File: config.mk
export PLATFORM = sky130hd
export DESIGN_NAME = cmd_subsys_top
export DESIGN_NICKNAME = d
export VERILOG_FILES = /design/src/cmd_bus_pkg.sv /design/src/reg_map_pkg.sv /design/src/cmd_subsys_top.sv /design/src/wr_result.sv /design/src/reg_execute.sv /design/src/cmd_decode.sv /design/src/cmd_seq_mux.sv
export VERILOG_INCLUDE_DIRS = /design/src /design/src/include
export SDC_FILE = /design/constraint.sdc
export NUM_CORES = 2
export LEC_CHECK = 0
export BUFFER_PORTS_ARGS = -buffer_cell sky130_fd_sc_hd__buf_2
export CAP_MARGIN = 40
export CELL_PAD_IN_SITES_DETAIL_PLACEMENT = 0
export CELL_PAD_IN_SITES_GLOBAL_PLACEMENT = 2
export CORE_UTILIZATION = 45
export DETAILED_ROUTE_END_ITERATION = 16
export GPL_ROUTABILITY_DRIVEN = 0
export GPL_TIMING_DRIVEN = 0
export PLACE_DENSITY = 0.9
export SLEW_MARGIN = 25
export SYNTH_ARGS = -nofsm -noshare
export SYNTH_HDL_FRONTEND = slang
export SYNTH_SLANG_ARGS = --single-unit
File: constraint.sdc
create_clock -name mclk -period 41.1 [get_ports mclk]
set_input_delay 8.22 -clock mclk [delete_from_list [all_inputs] [get_ports mclk]]
set_output_delay 8.22 -clock mclk [all_outputs]
set_load 0.1 [all_outputs]
File: src/include/cmd_consts.svh
`ifndef CMD_CONSTS_SVH
`define CMD_CONSTS_SVH

// register address width, one word per address
`define CMD_ADDR_BITS 14

// sequencer channels feeding the mux
`define CMD_NUM_CHN 4

// sensor control registers in the bank
`define CMD_NUM_REGS 16

// address map
//   0 .. MASK_BASE-1      plain write, whole register
//   MASK_BASE .. LIMIT-1  masked write, low half only
//   LIMIT and above       rejected
`define CMD_MASK_BASE 16
`define CMD_LIMIT 32

`endif
File: src/cmd_bus_pkg.sv
`default_nettype none

`include "cmd_consts.svh"

package cmd_bus_pkg;

    // source channel number, 2 bits for 4 channels
    typedef logic [$clog2(`CMD_NUM_CHN)-1:0] chn_id_t;

    // register address as sent by a sequencer
    typedef logic [`CMD_ADDR_BITS-1:0] cmd_addr_t;

    // what one sequencer presents together with its wr_en level
    typedef struct packed {
        cmd_addr_t   addr; // target register address
        logic [31:0] data; // write data, plain or mask+bits
    } chn_cmd_t;

    // word forwarded by the mux, tagged with the winner
    typedef struct packed {
        cmd_addr_t   addr; // copied from winning channel
        logic [31:0] data; // copied from winning channel
        chn_id_t     chn;  // which sequencer it came from
    } mux_cmd_t;

endpackage

`default_nettype wire

File: src/reg_map_pkg.sv
`default_nettype none

`include "cmd_consts.svh"

package reg_map_pkg;

    import cmd_bus_pkg::chn_id_t;

    typedef logic [$clog2(`CMD_NUM_REGS)-1:0] reg_idx_t; // bank index

    // the same data word read two ways
    typedef union packed {
        logic [31:0] word;     // plain write value
        struct packed {
            logic [15:0] mask; // 1 = take bit from bits
            logic [15:0] bits; // new low-half values
        } msk;
    } cmd_data_u;

    typedef enum logic [1:0] {
        OP_PLAIN   = 2'd0, // replace register
        OP_MASKED  = 2'd1, // masked low half update
        OP_INVALID = 2'd2  // out of map, counted only
    } reg_op_e;

    typedef struct packed {
        reg_op_e   kind; // decoded class
        reg_idx_t  idx;  // register index within bank
        cmd_data_u data; // payload, view chosen by kind
        chn_id_t   chn;  // source channel
    } reg_op_t;

    typedef struct packed {
        reg_idx_t    idx;   // register written
        logic [31:0] value; // value after the write
        chn_id_t     chn;   // source channel
    } reg_upd_t;

endpackage

`default_nettype wire

File: src/cmd_subsys_top.sv
`default_nettype none

`include "cmd_consts.svh"

module cmd_subsys_top
    import cmd_bus_pkg::*, reg_map_pkg::*;
(
    input  wire                     mclk,                   // system clock
    input  wire                     rst,                    // async reset, active high
    input  chn_cmd_t                chn_cmd [`CMD_NUM_CHN], // sequencer commands
    input  wire [`CMD_NUM_CHN-1:0]  wr_en,                  // sequencer request levels
    output logic [`CMD_NUM_CHN-1:0] ackn,                   // accept pulses back
    input  wire                     hold,                   // pause acceptance
    output reg_upd_t                upd,                    // register update report
    output logic                    upd_valid,              // report strobe
    output logic [7:0]              bad_cnt                 // rejected commands
);

    mux_cmd_t cmd;        // mux output word
    logic     cmd_valid;  // mux full
    logic     cmd_ackn;   // decoder took the word
    reg_op_t  op;         // decoded op
    logic     op_valid;   // op strobe
    reg_upd_t exe_upd;    // report out of execute
    logic     upd_strobe; // exe_upd strobe
    logic     reject;     // invalid op seen

    cmd_seq_mux i_mux (
        .mclk      (mclk),
        .rst       (rst),
        .chn_cmd   (chn_cmd),
        .wr_en     (wr_en),
        .ackn      (ackn),
        .cmd       (cmd),
        .cmd_valid (cmd_valid),
        .cmd_ackn  (cmd_ackn)
    );

    cmd_decode i_decode (
        .mclk      (mclk),
        .rst       (rst),
        .cmd       (cmd),
        .cmd_valid (cmd_valid),
        .hold      (hold),
        .cmd_ackn  (cmd_ackn),
        .op        (op),
        .op_valid  (op_valid)
    );

    reg_execute i_execute (
        .mclk       (mclk),
        .rst        (rst),
        .op         (op),
        .op_valid   (op_valid),
        .upd        (exe_upd),
        .upd_strobe (upd_strobe),
        .reject     (reject)
    );

    wr_result i_result (
        .mclk       (mclk),
        .rst        (rst),
        .upd_in     (exe_upd),
        .upd_strobe (upd_strobe),
        .reject     (reject),
        .upd        (upd),
        .upd_valid  (upd_valid),
        .bad_cnt    (bad_cnt)
    );

endmodule

`default_nettype wire

File: src/wr_result.sv
`default_nettype none

module wr_result
    import reg_map_pkg::*;
(
    input  wire        mclk,       // system clock
    input  wire        rst,        // async reset, active high
    input  reg_upd_t   upd_in,     // report from execute
    input  wire        upd_strobe, // upd_in is valid
    input  wire        reject,     // execute dropped an op
    output reg_upd_t   upd,        // registered report
    output logic       upd_valid,  // upd strobe
    output logic [7:0] bad_cnt     // rejected ops, saturating
);

    logic cnt_full; // counter at its top value

    assign cnt_full = &bad_cnt;

    always_ff @(posedge mclk or posedge rst) begin
        if (rst) begin
            upd_valid <= 1'b0;
            bad_cnt   <= '0;
        end else begin
            upd_valid <= upd_strobe; // one stage behind execute
            if (reject && !cnt_full) begin
                bad_cnt <= bad_cnt + 8'd1; // stick at 255
            end
        end
    end

    // report payload, qualified by upd_valid
    always_ff @(posedge mclk) begin
        if (upd_strobe) begin
            upd <= upd_in;
        end
    end

endmodule

`default_nettype wire

File: src/reg_execute.sv
`default_nettype none

`include "cmd_consts.svh"

module reg_execute
    import reg_map_pkg::*;
(
    input  wire      mclk,       // system clock
    input  wire      rst,        // async reset, active high
    input  reg_op_t  op,         // decoded operation
    input  wire      op_valid,   // op strobe
    output reg_upd_t upd,        // update report
    output logic     upd_strobe, // a register was written
    output logic     reject      // op was out of map
);

    logic [31:0] regs [`CMD_NUM_REGS]; // sensor control bank
    cmd_data_u   d;                    // op payload, two views
    logic [31:0] old_val;              // current register content
    logic [31:0] new_val;              // content after this op
    logic        wr_ok;                // valid op that writes

    assign d       = op.data;
    assign old_val = regs[op.idx];
    assign wr_ok   = op_valid && (op.kind != OP_INVALID);

    always_comb begin
        case (op.kind)
            OP_PLAIN:  new_val = d.word; // full replace
            OP_MASKED: begin
                // upper half kept, selected low bits swapped in
                new_val = {old_val[31:16],
                           (old_val[15:0] & ~d.msk.mask) | (d.msk.bits & d.msk.mask)};
            end
            default:   new_val = old_val; // no change
        endcase
    end

    always_ff @(posedge mclk or posedge rst) begin
        if (rst) begin
            for (int i = 0; i < `CMD_NUM_REGS; i++) begin
                regs[i] <= '0; // registers start cleared
            end
            upd_strobe <= 1'b0;
            reject     <= 1'b0;
        end else begin
            upd_strobe <= wr_ok;
            reject     <= op_valid && (op.kind == OP_INVALID); // for bad_cnt
            if (wr_ok) begin
                regs[op.idx] <= new_val;
            end
        end
    end

    // report carries the value as written
    always_ff @(posedge mclk) begin
        if (wr_ok) begin
            upd.idx   <= op.idx;
            upd.value <= new_val;
            upd.chn   <= op.chn;
        end
    end

    // decoder never sends the unused kind encoding
    a_kind_known: assert property (@(posedge mclk) disable iff (rst)
        op_valid |-> op.kind inside {OP_PLAIN, OP_MASKED, OP_INVALID});

endmodule

`default_nettype wire

File: src/cmd_decode.sv
`default_nettype none

`include "cmd_consts.svh"

module cmd_decode
    import cmd_bus_pkg::*, reg_map_pkg::*;
(
    input  wire      mclk,      // system clock
    input  wire      rst,       // async reset, active high
    input  mux_cmd_t cmd,       // word from the mux
    input  wire      cmd_valid, // mux output is full
    input  wire      hold,      // frame logic pauses acceptance
    output logic     cmd_ackn,  // word taken this cycle
    output reg_op_t  op,        // decoded operation
    output logic     op_valid   // op strobe
);

    reg_op_e   kind_w;   // classification of cmd.addr
    reg_idx_t  idx_w;    // bank index for kind_w

    assign cmd_ackn = cmd_valid && !hold; // take whenever not paused
    assign idx_w    = cmd.addr[$bits(reg_idx_t)-1:0]; // both windows start on a bank boundary

    // address map split, invalid ops still travel down to be counted
    always_comb begin
        if (cmd.addr < cmd_addr_t'(`CMD_MASK_BASE)) begin
            kind_w = OP_PLAIN;
        end else if (cmd.addr < cmd_addr_t'(`CMD_LIMIT)) begin
            kind_w = OP_MASKED;
        end else begin
            kind_w = OP_INVALID;
        end
    end

    always_ff @(posedge mclk or posedge rst) begin
        if (rst) begin
            op_valid <= 1'b0;
        end else begin
            op_valid <= cmd_ackn; // one cycle after the take
        end
    end

    // pipeline payload, qualified by op_valid
    always_ff @(posedge mclk) begin
        if (cmd_ackn) begin
            op.kind      <= kind_w;
            op.idx       <= idx_w;
            op.data.word <= cmd.data; // view picked later by kind
            op.chn       <= cmd.chn;
        end
    end

    // a word left waiting under hold must not change in the mux
    a_cmd_stable: assert property (@(posedge mclk) disable iff (rst)
        cmd_valid && !cmd_ackn |=> cmd_valid && $stable(cmd));

endmodule

`default_nettype wire

File: src/cmd_seq_mux.sv
`default_nettype none

`include "cmd_consts.svh"

module cmd_seq_mux
    import cmd_bus_pkg::*;
(
    input  wire                     mclk,                   // system clock
    input  wire                     rst,                    // async reset, active high
    input  chn_cmd_t                chn_cmd [`CMD_NUM_CHN], // per-channel address/data
    input  wire [`CMD_NUM_CHN-1:0]  wr_en,                  // per-channel request levels
    output logic [`CMD_NUM_CHN-1:0] ackn,                   // one-cycle accept pulses
    output mux_cmd_t                cmd,                    // forwarded command
    output logic                    cmd_valid,              // cmd holds an unaccepted word
    input  wire                     cmd_ackn                // downstream took cmd
);

    logic [`CMD_NUM_CHN-1:0] req;                   // requests minus the ones just acked
    logic [`CMD_NUM_CHN-1:0] pri_tbl [`CMD_NUM_CHN]; // one-hot winner per last served
    logic [`CMD_NUM_CHN-1:0] pri_one;               // row for current last_chn
    chn_id_t                 win;                   // encoded winner
    chn_id_t                 last_chn;              // last served channel
    logic                    rq_any;                // someone is asking
    logic                    take;                  // accept a new word this cycle
    logic                    full_r;                // output register occupied

    // a channel sees its ackn one cycle late, so its level is stale then
    assign req = wr_en & ~ackn;

    // for every possible last channel scan from the far end back towards
    // last+1 so the nearest higher requester (with wrap) is kept
    always_comb begin
        for (int l = 0; l < `CMD_NUM_CHN; l++) begin
            pri_tbl[l] = '0;
            for (int k = `CMD_NUM_CHN; k >= 1; k--) begin
                if (req[(l + k) % `CMD_NUM_CHN]) begin
                    pri_tbl[l] = '0;                          // drop the farther one
                    pri_tbl[l][(l + k) % `CMD_NUM_CHN] = 1'b1; // nearer requester wins
                end
            end
        end
    end

    assign pri_one = pri_tbl[last_chn]; // round-robin pick

    always_comb begin
        win = '0;
        for (int i = 0; i < `CMD_NUM_CHN; i++) begin
            if (pri_one[i]) begin
                win = chn_id_t'(i); // pri_one is one-hot or zero
            end
        end
    end

    assign rq_any    = |req;
    assign take      = rq_any && (!full_r || cmd_ackn); // free or being emptied
    assign cmd_valid = full_r;

    always_ff @(posedge mclk or posedge rst) begin
        if (rst) begin
            full_r   <= 1'b0;
            ackn     <= '0;
            last_chn <= '0; // so channel 1 is first in line after reset
        end else begin
            ackn <= take ? pri_one : '0; // pulse to the winner only
            if (take) begin
                full_r   <= 1'b1;
                last_chn <= win;
            end else if (cmd_ackn) begin
                full_r   <= 1'b0; // drained, nothing new
            end
        end
    end

    // payload register, only meaningful while full_r
    always_ff @(posedge mclk) begin
        if (take) begin
            cmd.addr <= chn_cmd[win].addr;
            cmd.data <= chn_cmd[win].data;
            cmd.chn  <= win;
        end
    end

    // a single channel is served per accepted word
    a_ackn_onehot: assert property (@(posedge mclk) disable iff (rst)
        $onehot0(ackn));

endmodule

`default_nettype wire

# After elaboration in Yosys (flattened, before gate mapping)
# Cells that the tools add are included.
op_classes:
  n_bitwise: 9
  eq_ne: 3
  order_cmp: 6
  addsub: 1
  mux: 36
  reduce_logical: 14
op_table:
  columns: ["op", "n"]
  rows:
  - ["$bwmux W512", 1]
  - ["$bmux W32 S4", 1]
  - ["$demux W32 S4", 1]
  - ["$mux W32", 3]
  - ["$bmux W46 S2", 1]
  - ["$mux W46", 2]
  - ["$pmux W32 S2", 1]
  - ["$mux W4", 13]
  - ["$and A16 B16 Y16", 2]
  - ["$not A16 Y16", 1]
  - ["$or A16 B16 Y16", 1]
  - ["$lt A14 B5 Y1 const B", 1]
  - ["$lt A14 B6 Y1 const B", 1]
  - ["$mux W2", 5]
  - ["$mux W3", 3]
  - ["$add A8 B1 Y8 const B", 1]
  - ["$bmux W4 S2", 1]
  - ["$reduce_and A8 Y1", 1]
  - ["$ge A3 B3 Y1 const B", 2]
  - ["$logic_and A1 B1 Y1", 6]
  - ["$not A2 Y3", 2]
  - ["$ge A5 B5 Y1 const B", 1]
  - ["$lt A5 B1 Y1 const B", 1]
  - ["$not A4 Y5", 1]
  - ["11 further kinds", 16]
word_totals:
  input_bits: 191
  out_inout_bits: 51
  register_bits: 695
  word_cells: 106

# Logic depth before layout (Yosys ltp)
depth:
  ltp_word: 16
  depth_mapped: 12
  depth_no_buf: 5

# Cells and area by module
# From an unflattened synthesis, not the netlist that was laid out.
hier_totals:
  cells_unflattened: 2877
  hier_area_um2: 31674.1
modules_own_cells:
  columns: ["mod", "instances", "seq_area_each_um2", "area_each_um2", "cells_each"]
  rows:
  - ["reg_execute", 1, 14003.4, 25373.1, 2388]
  - ["cmd_seq_mux", 1, 1616.6, 3420.8, 364]
  - ["wr_result", 1, 1366.3, 1602.8, 77]
  - ["cmd_decode", 1, 1226.2, 1277.5, 48]

# Least setup slack after synthesis
# OpenSTA, ideal clock, no wires.
synth_path:
  path_type: "input to register"
  startpoint: "input port hold"
  endpoint: "register i_decode.op[0] (netlist name)"
  cell_stages: 1
  setup_ns: 0.444
  required_time_ns: 40.656
  setup_slack_ns: 30.605
  path_buffers: 0
  arrival_time_ns: 10.051
  cell_sequence: "nor2b_1"
synth_between:
  elab_chain_cells: 2
synth_lines:
  columns: ["item", "line_no", "source"]
  rows:
  - ["start: declaration", "cmd_subsys_top.sv:13", "input wire hold,"]
  - ["$logic_not A1 Y1", "cmd_decode.sv:21", "assign cmd_ackn = cmd_valid && !hold;"]
  - ["$logic_and A1 B1 Y1", "cmd_decode.sv:21", null]
# No other way between the ends.
# A chain may end at the register's enable or synchronous reset.

# Worst setup path after layout
layout_path:
  startpoint: "input port wr_en[1]"
  endpoint: "register i_mux.cmd[33] (netlist name)"
layout_between:
  elab_chain_cells: 15
  word_cells_on_any_way: 21
  classes_between: "19 x mux; 2 x bitwise"
layout_lines:
  columns: ["item", "line_no", "source"]
  rows:
  - ["start: declaration", "cmd_subsys_top.sv:11", "input wire [`CMD_NUM_CHN-1:0] wr_en,"]
  - ["$and A4 B4 Y4 (*)", "cmd_seq_mux.sv:28", "assign req = wr_en & ~ackn;"]
  - ["$mux W2 (2 in series)", "cmd_seq_mux.sv:36", "if (req[(l + k) % `CMD_NUM_CHN]) begin"]
  - ["$mux W4 (2 in series)", "cmd_seq_mux.sv:36", null]
  - ["$bmux W4 S2 (*)", "cmd_seq_mux.sv:44", "assign pri_one = pri_tbl[last_chn];"]
  - ["$mux W4 (not written as such) (*) (2 in series)", "cmd_seq_mux.sv:44", null]
  - ["$mux W1", "cmd_seq_mux.sv:49", "if (pri_one[i]) begin"]
  - ["$mux W2", "cmd_seq_mux.sv:49", null]
  - ["$mux W2 (*)", "cmd_seq_mux.sv:49", null]
  - ["$not A2 Y3 (not written as such) (*)", "cmd_seq_mux.sv:79", "cmd.data <= chn_cmd[win].data;"]
  - ["$bmux W46 S2 (*)", "cmd_seq_mux.sv:79", null]
  - ["$mux W46 (*) (2 in series)", null, null]
# Mark *: on every way between the ends. The rest lies on a longest branch, timed or not. The select of a mux whose other input is x is not followed.

==> reports/qor.csv <==
metric,value,unit
run_status,finished clean,
clockRootBuffer,clkbuf_16,
synth_mux_area_share,17.70,%
synth_top_family_by_area,multiplexers,
synth_compound_area_share,14.04,%
vdd.ir_drop.worst,0.03327,mV
antenna_found_initial,11,
port-buffer-count,241,
design.die.area,71580,um^2
mappedNetlistNets,2738,
tritoncts.num_buffers,76,
first_pass_iters,6,
hold_buffer_count_at_cts,0,
worst_path_most_repeated_cell,clkbuf_1,
critical_path.cell_chain,buf_2 > nand2b_1 > clkbuf_1 > nand2_1 > a21boi_0 > o21ai_0 > clkbuf_1 > clkbuf_1 > o221a_2,
totalNegativeSetupSlack,0,ns
worstSetupPathType,input pin to flip-flop,
final-setup-viol-count,0,
ffs_w_async_s_r_synth,76.40,%
area.growth.synth_to_final,16.77,%
grt_pass1_wl,148.9,mm
worst-path-max-fanout,10,
cts_repair_resize_count,0,
setup_crit_start_kind,input pin,
cts_sinks,695,
routedWlPerCell,25.78,um
maxCapViolations,0,
final_util,53.56,%
final_worst_hold_slack,0.4027,ns
design.core.area,69190,um^2
static_leakage,16.44,nW
n_fill_cell,5938,
synth-warning-count,0,
synth_area,31730,um^2
rsz0062_at_grt,false,
synth_enable_flop_cells,164,
slew-limit-headroom,34.52,%
routed_wirelength,100.2,mm
grt_pass1_vias,23090,
synth_cell_types,59,
final_design_area_no_fill,37050,um^2
dpl-instance-area,34510,um^2
worstPathRequired,41.58,ns
r2r-start,i_decode.op[34],
synthTopCellsByArea,"dfrtp_1 (42%), edfxtp_1 (16%), mux2_2 (9.5%), mux2i_1 (8.0%), a21oi_1 (3.5%)",
ioPinCount,242,
die_h,267.6,um
clk_transition_reported_paths,0.06,ns
clock_insertion_delay_worst_skew,0.65,ns
worst_path_max_delay_cell,clkbuf_1,
finalNetCount,3078,
cts_tree,yes,
number_of_nets_still_failing_antenna_checks_after_routing,0,
grt_max_degree,107,
synth.ff_latch_count,695,
std_cell_rows,96,
grt.overflow.total,0,
ctsHtreeMaxLevel,3,
final.min_clock_period,9.930,ns
drc,0,
fmax,100.7,MHz
worst-slew-pin-transition,0.9822,ns
synth.yosys.seq_area_share,57.39,%
initial_core_util,45.87,%
ys_dominant_reg_cell,dfrtp_1,
path_category_of_the_worst_min_delay_check,flip-flop to flip-flop,
grt_util_all_layers,28.14,%
synth_top_area_share,41.87,%
synth-adder-area-share,0.03943,%
dp_hpwl,73.37,mm
multiInputGateArea,12360,um^2
die-width,267.6,um
synthesis.instances,2546,
final_slew_violations,0,
regArea,18220,um^2
ctsLongestPathBuffers,3,
startpoint_of_the_worst_hold_path,i_mux.cmd[24],
synthesis.area_per_instance,12.46,um^2
post_synth_xor_area_fraction,0.1932,%
hold_viol_final,0,
num_vias,22960,
timing.clock.skew,0.02841,ns
critical_path.endpoint_type,flip-flop,
synth_top_cell_by_area,dfrtp_1,
initialDrtViolationCount,2277,
share_of_layout_cells_above_drive_strength_1,28.64,%
postCtsSetupRepairBufs,0,
final_min_period_over_clock_period,24.16,%
routed_via_density,5.905,
crit_arrival,10.41,ns
post_synth_and_or_nand_nor_area_fraction,6.943,%
cellPowerDensity,70.89,nW/um^2
critical_path_max_stage_delay,0.51,ns
crit_startpoint,wr_en[1],
==> path summary, 6_finish.rpt <==
path                                   endpoint  slack [ns]  depth (start not counted)
max                               i_mux.cmd[33]       31.17                          9
min                             i_decode.op[24]        0.40                          0
max reg2reg                   i_execute.upd[32]       37.29                          8
min reg2reg                     i_decode.op[24]        0.40                          0
max in group asynchronous    i_execute.regs[92]       31.95                          5
min in group asynchronous  i_execute.upd_strobe        7.59                          2
==> critical path, delay by kind of cell <==
family                 cells  cell delay, ns
buffers and inverters      4            1.25
AOI/OAI and AO/OA          3            0.68
and+or+nand+nor            2            0.25
==> cell usage after synthesis, types with 2 or more instances <==
master,number
xor2_1,5
a22oi_1,95
mux2i_1,254
nand2b_1,23
buf_4,14
mux4_2,2
o21ai_1,13
edfxtp_1,164
o32a_1,46
xnor2_1,2
nor3_2,3
nor3_1,5
clkbuf_1,89
nand4_1,2
clkbuf_4,6
mux2_2,269
a32oi_1,22
buf_12,3
a21boi_0,3
a32oi_2,8
nor2b_1,5
nand3_1,51
buf_2,62
o21ai_0,45
a21oi_1,225
or2_2,3
inv_1,23
and3_1,2
nor2_1,235
a31oi_4,30
dfrtp_1,531
nand2_1,152
buf_6,14
buf_8,2
o221a_1,10
a31oi_1,20
buf_1,11
a21o_1,17
nand4b_1,2
and2_1,17
nand2_2,8
o221a_2,36
==> layer usage <==
layer  global-route usage [%]  routed length, um  vias to the layer above
li1                         -                  -                    10030
met1                    38.49              42650                    11770
met2                    45.01              47460                      950
met3                    4.763               6377                      209
met4                    10.27               3712                        8
met5                        0                 43                        -
==> power breakdown <==
group | internal [mW] | switching (mW) | total (mW)
clock | 0.402 | 0.286 | 0.688
sequential | 0.979 | 0.139 | 1.12
combinational | 0.349 | 0.472 | 0.821
total | 1.73 | 0.897 | 2.63
==> per-stage QoR <==
stage | std cells | setup slack, ns | total power, mW
after floorplan | 2546 | 18.04 | 1.691
after global placement | 3718 | 13.03 | 1.892
after detailed placement | 3737 | 30.60 | 1.938
after CTS | 3879 | 31.25 | 2.630
after global routing | 3888 | 31.13 | 2.760
final | 3888 | 31.17 | 2.627
==> layout make-up <==
type	instances	share of cell area [%]
Buffer	201	2.931
Antenna cell	7	0.04727
Tap cell	931	3.144
Inverter	23	0.2532
Clock buffer	110	5.750
Timing Repair Buffer	262	4.336
Clock inverter	32	1.020
Sequential cell	695	49.16
Multi-Input combinational cell	1627	33.36
==> registers in the layout (all words and copies together), names as in the netlist <==
register / cells
i_result.upd: 38
i_execute.reject: 1
i_decode.op_valid: 1
i_execute.upd: 38
i_mux.cmd_valid: 1
i_execute.upd_strobe: 1
i_execute.regs: 512
i_mux.last_chn: 2
i_result.upd_valid: 1
i_result.bad_cnt: 8
i_mux.cmd: 48
i_mux.ackn: 4
i_decode.op: 40
==> cell usage in the layout, fill, tap and decap left out, types with 7 or more instances in the layout <==
cell,instances
and2_1,16
clkbuf_16,77
clkbuf_1,114
clkbuf_8,8
buf_1,9
dfrtp_1,530
o221a_1,10
a32oi_1,22
o21ai_1,13
buf_4,14
o221a_2,36
clkinv_1,8
buf_16,9
nand2b_1,23
o21ai_0,45
inv_1,21
clkinv_2,10
mux2i_1,254
a21oi_1,225
a31oi_4,30
diode_2,7
nor2_1,235
buf_6,22
a22oi_1,95
a31oi_1,20
a21o_1,17
nand2_1,152
mux2_2,269
nand3_1,51
edfxtp_1,164
buf_2,305
a32oi_2,8
clkbuf_4,7
o32a_1,46
nand2_2,8
==> cells by family after synthesis <==
group,after synthesis
xor gates and xnor gates,7
and+or+nand+nor,513
buffers and inverters,224
muxes,525
AOI/OAI and AO/OA,581
DFF,695
adders and majority gates,1
(Power assumes the default switching activity.)
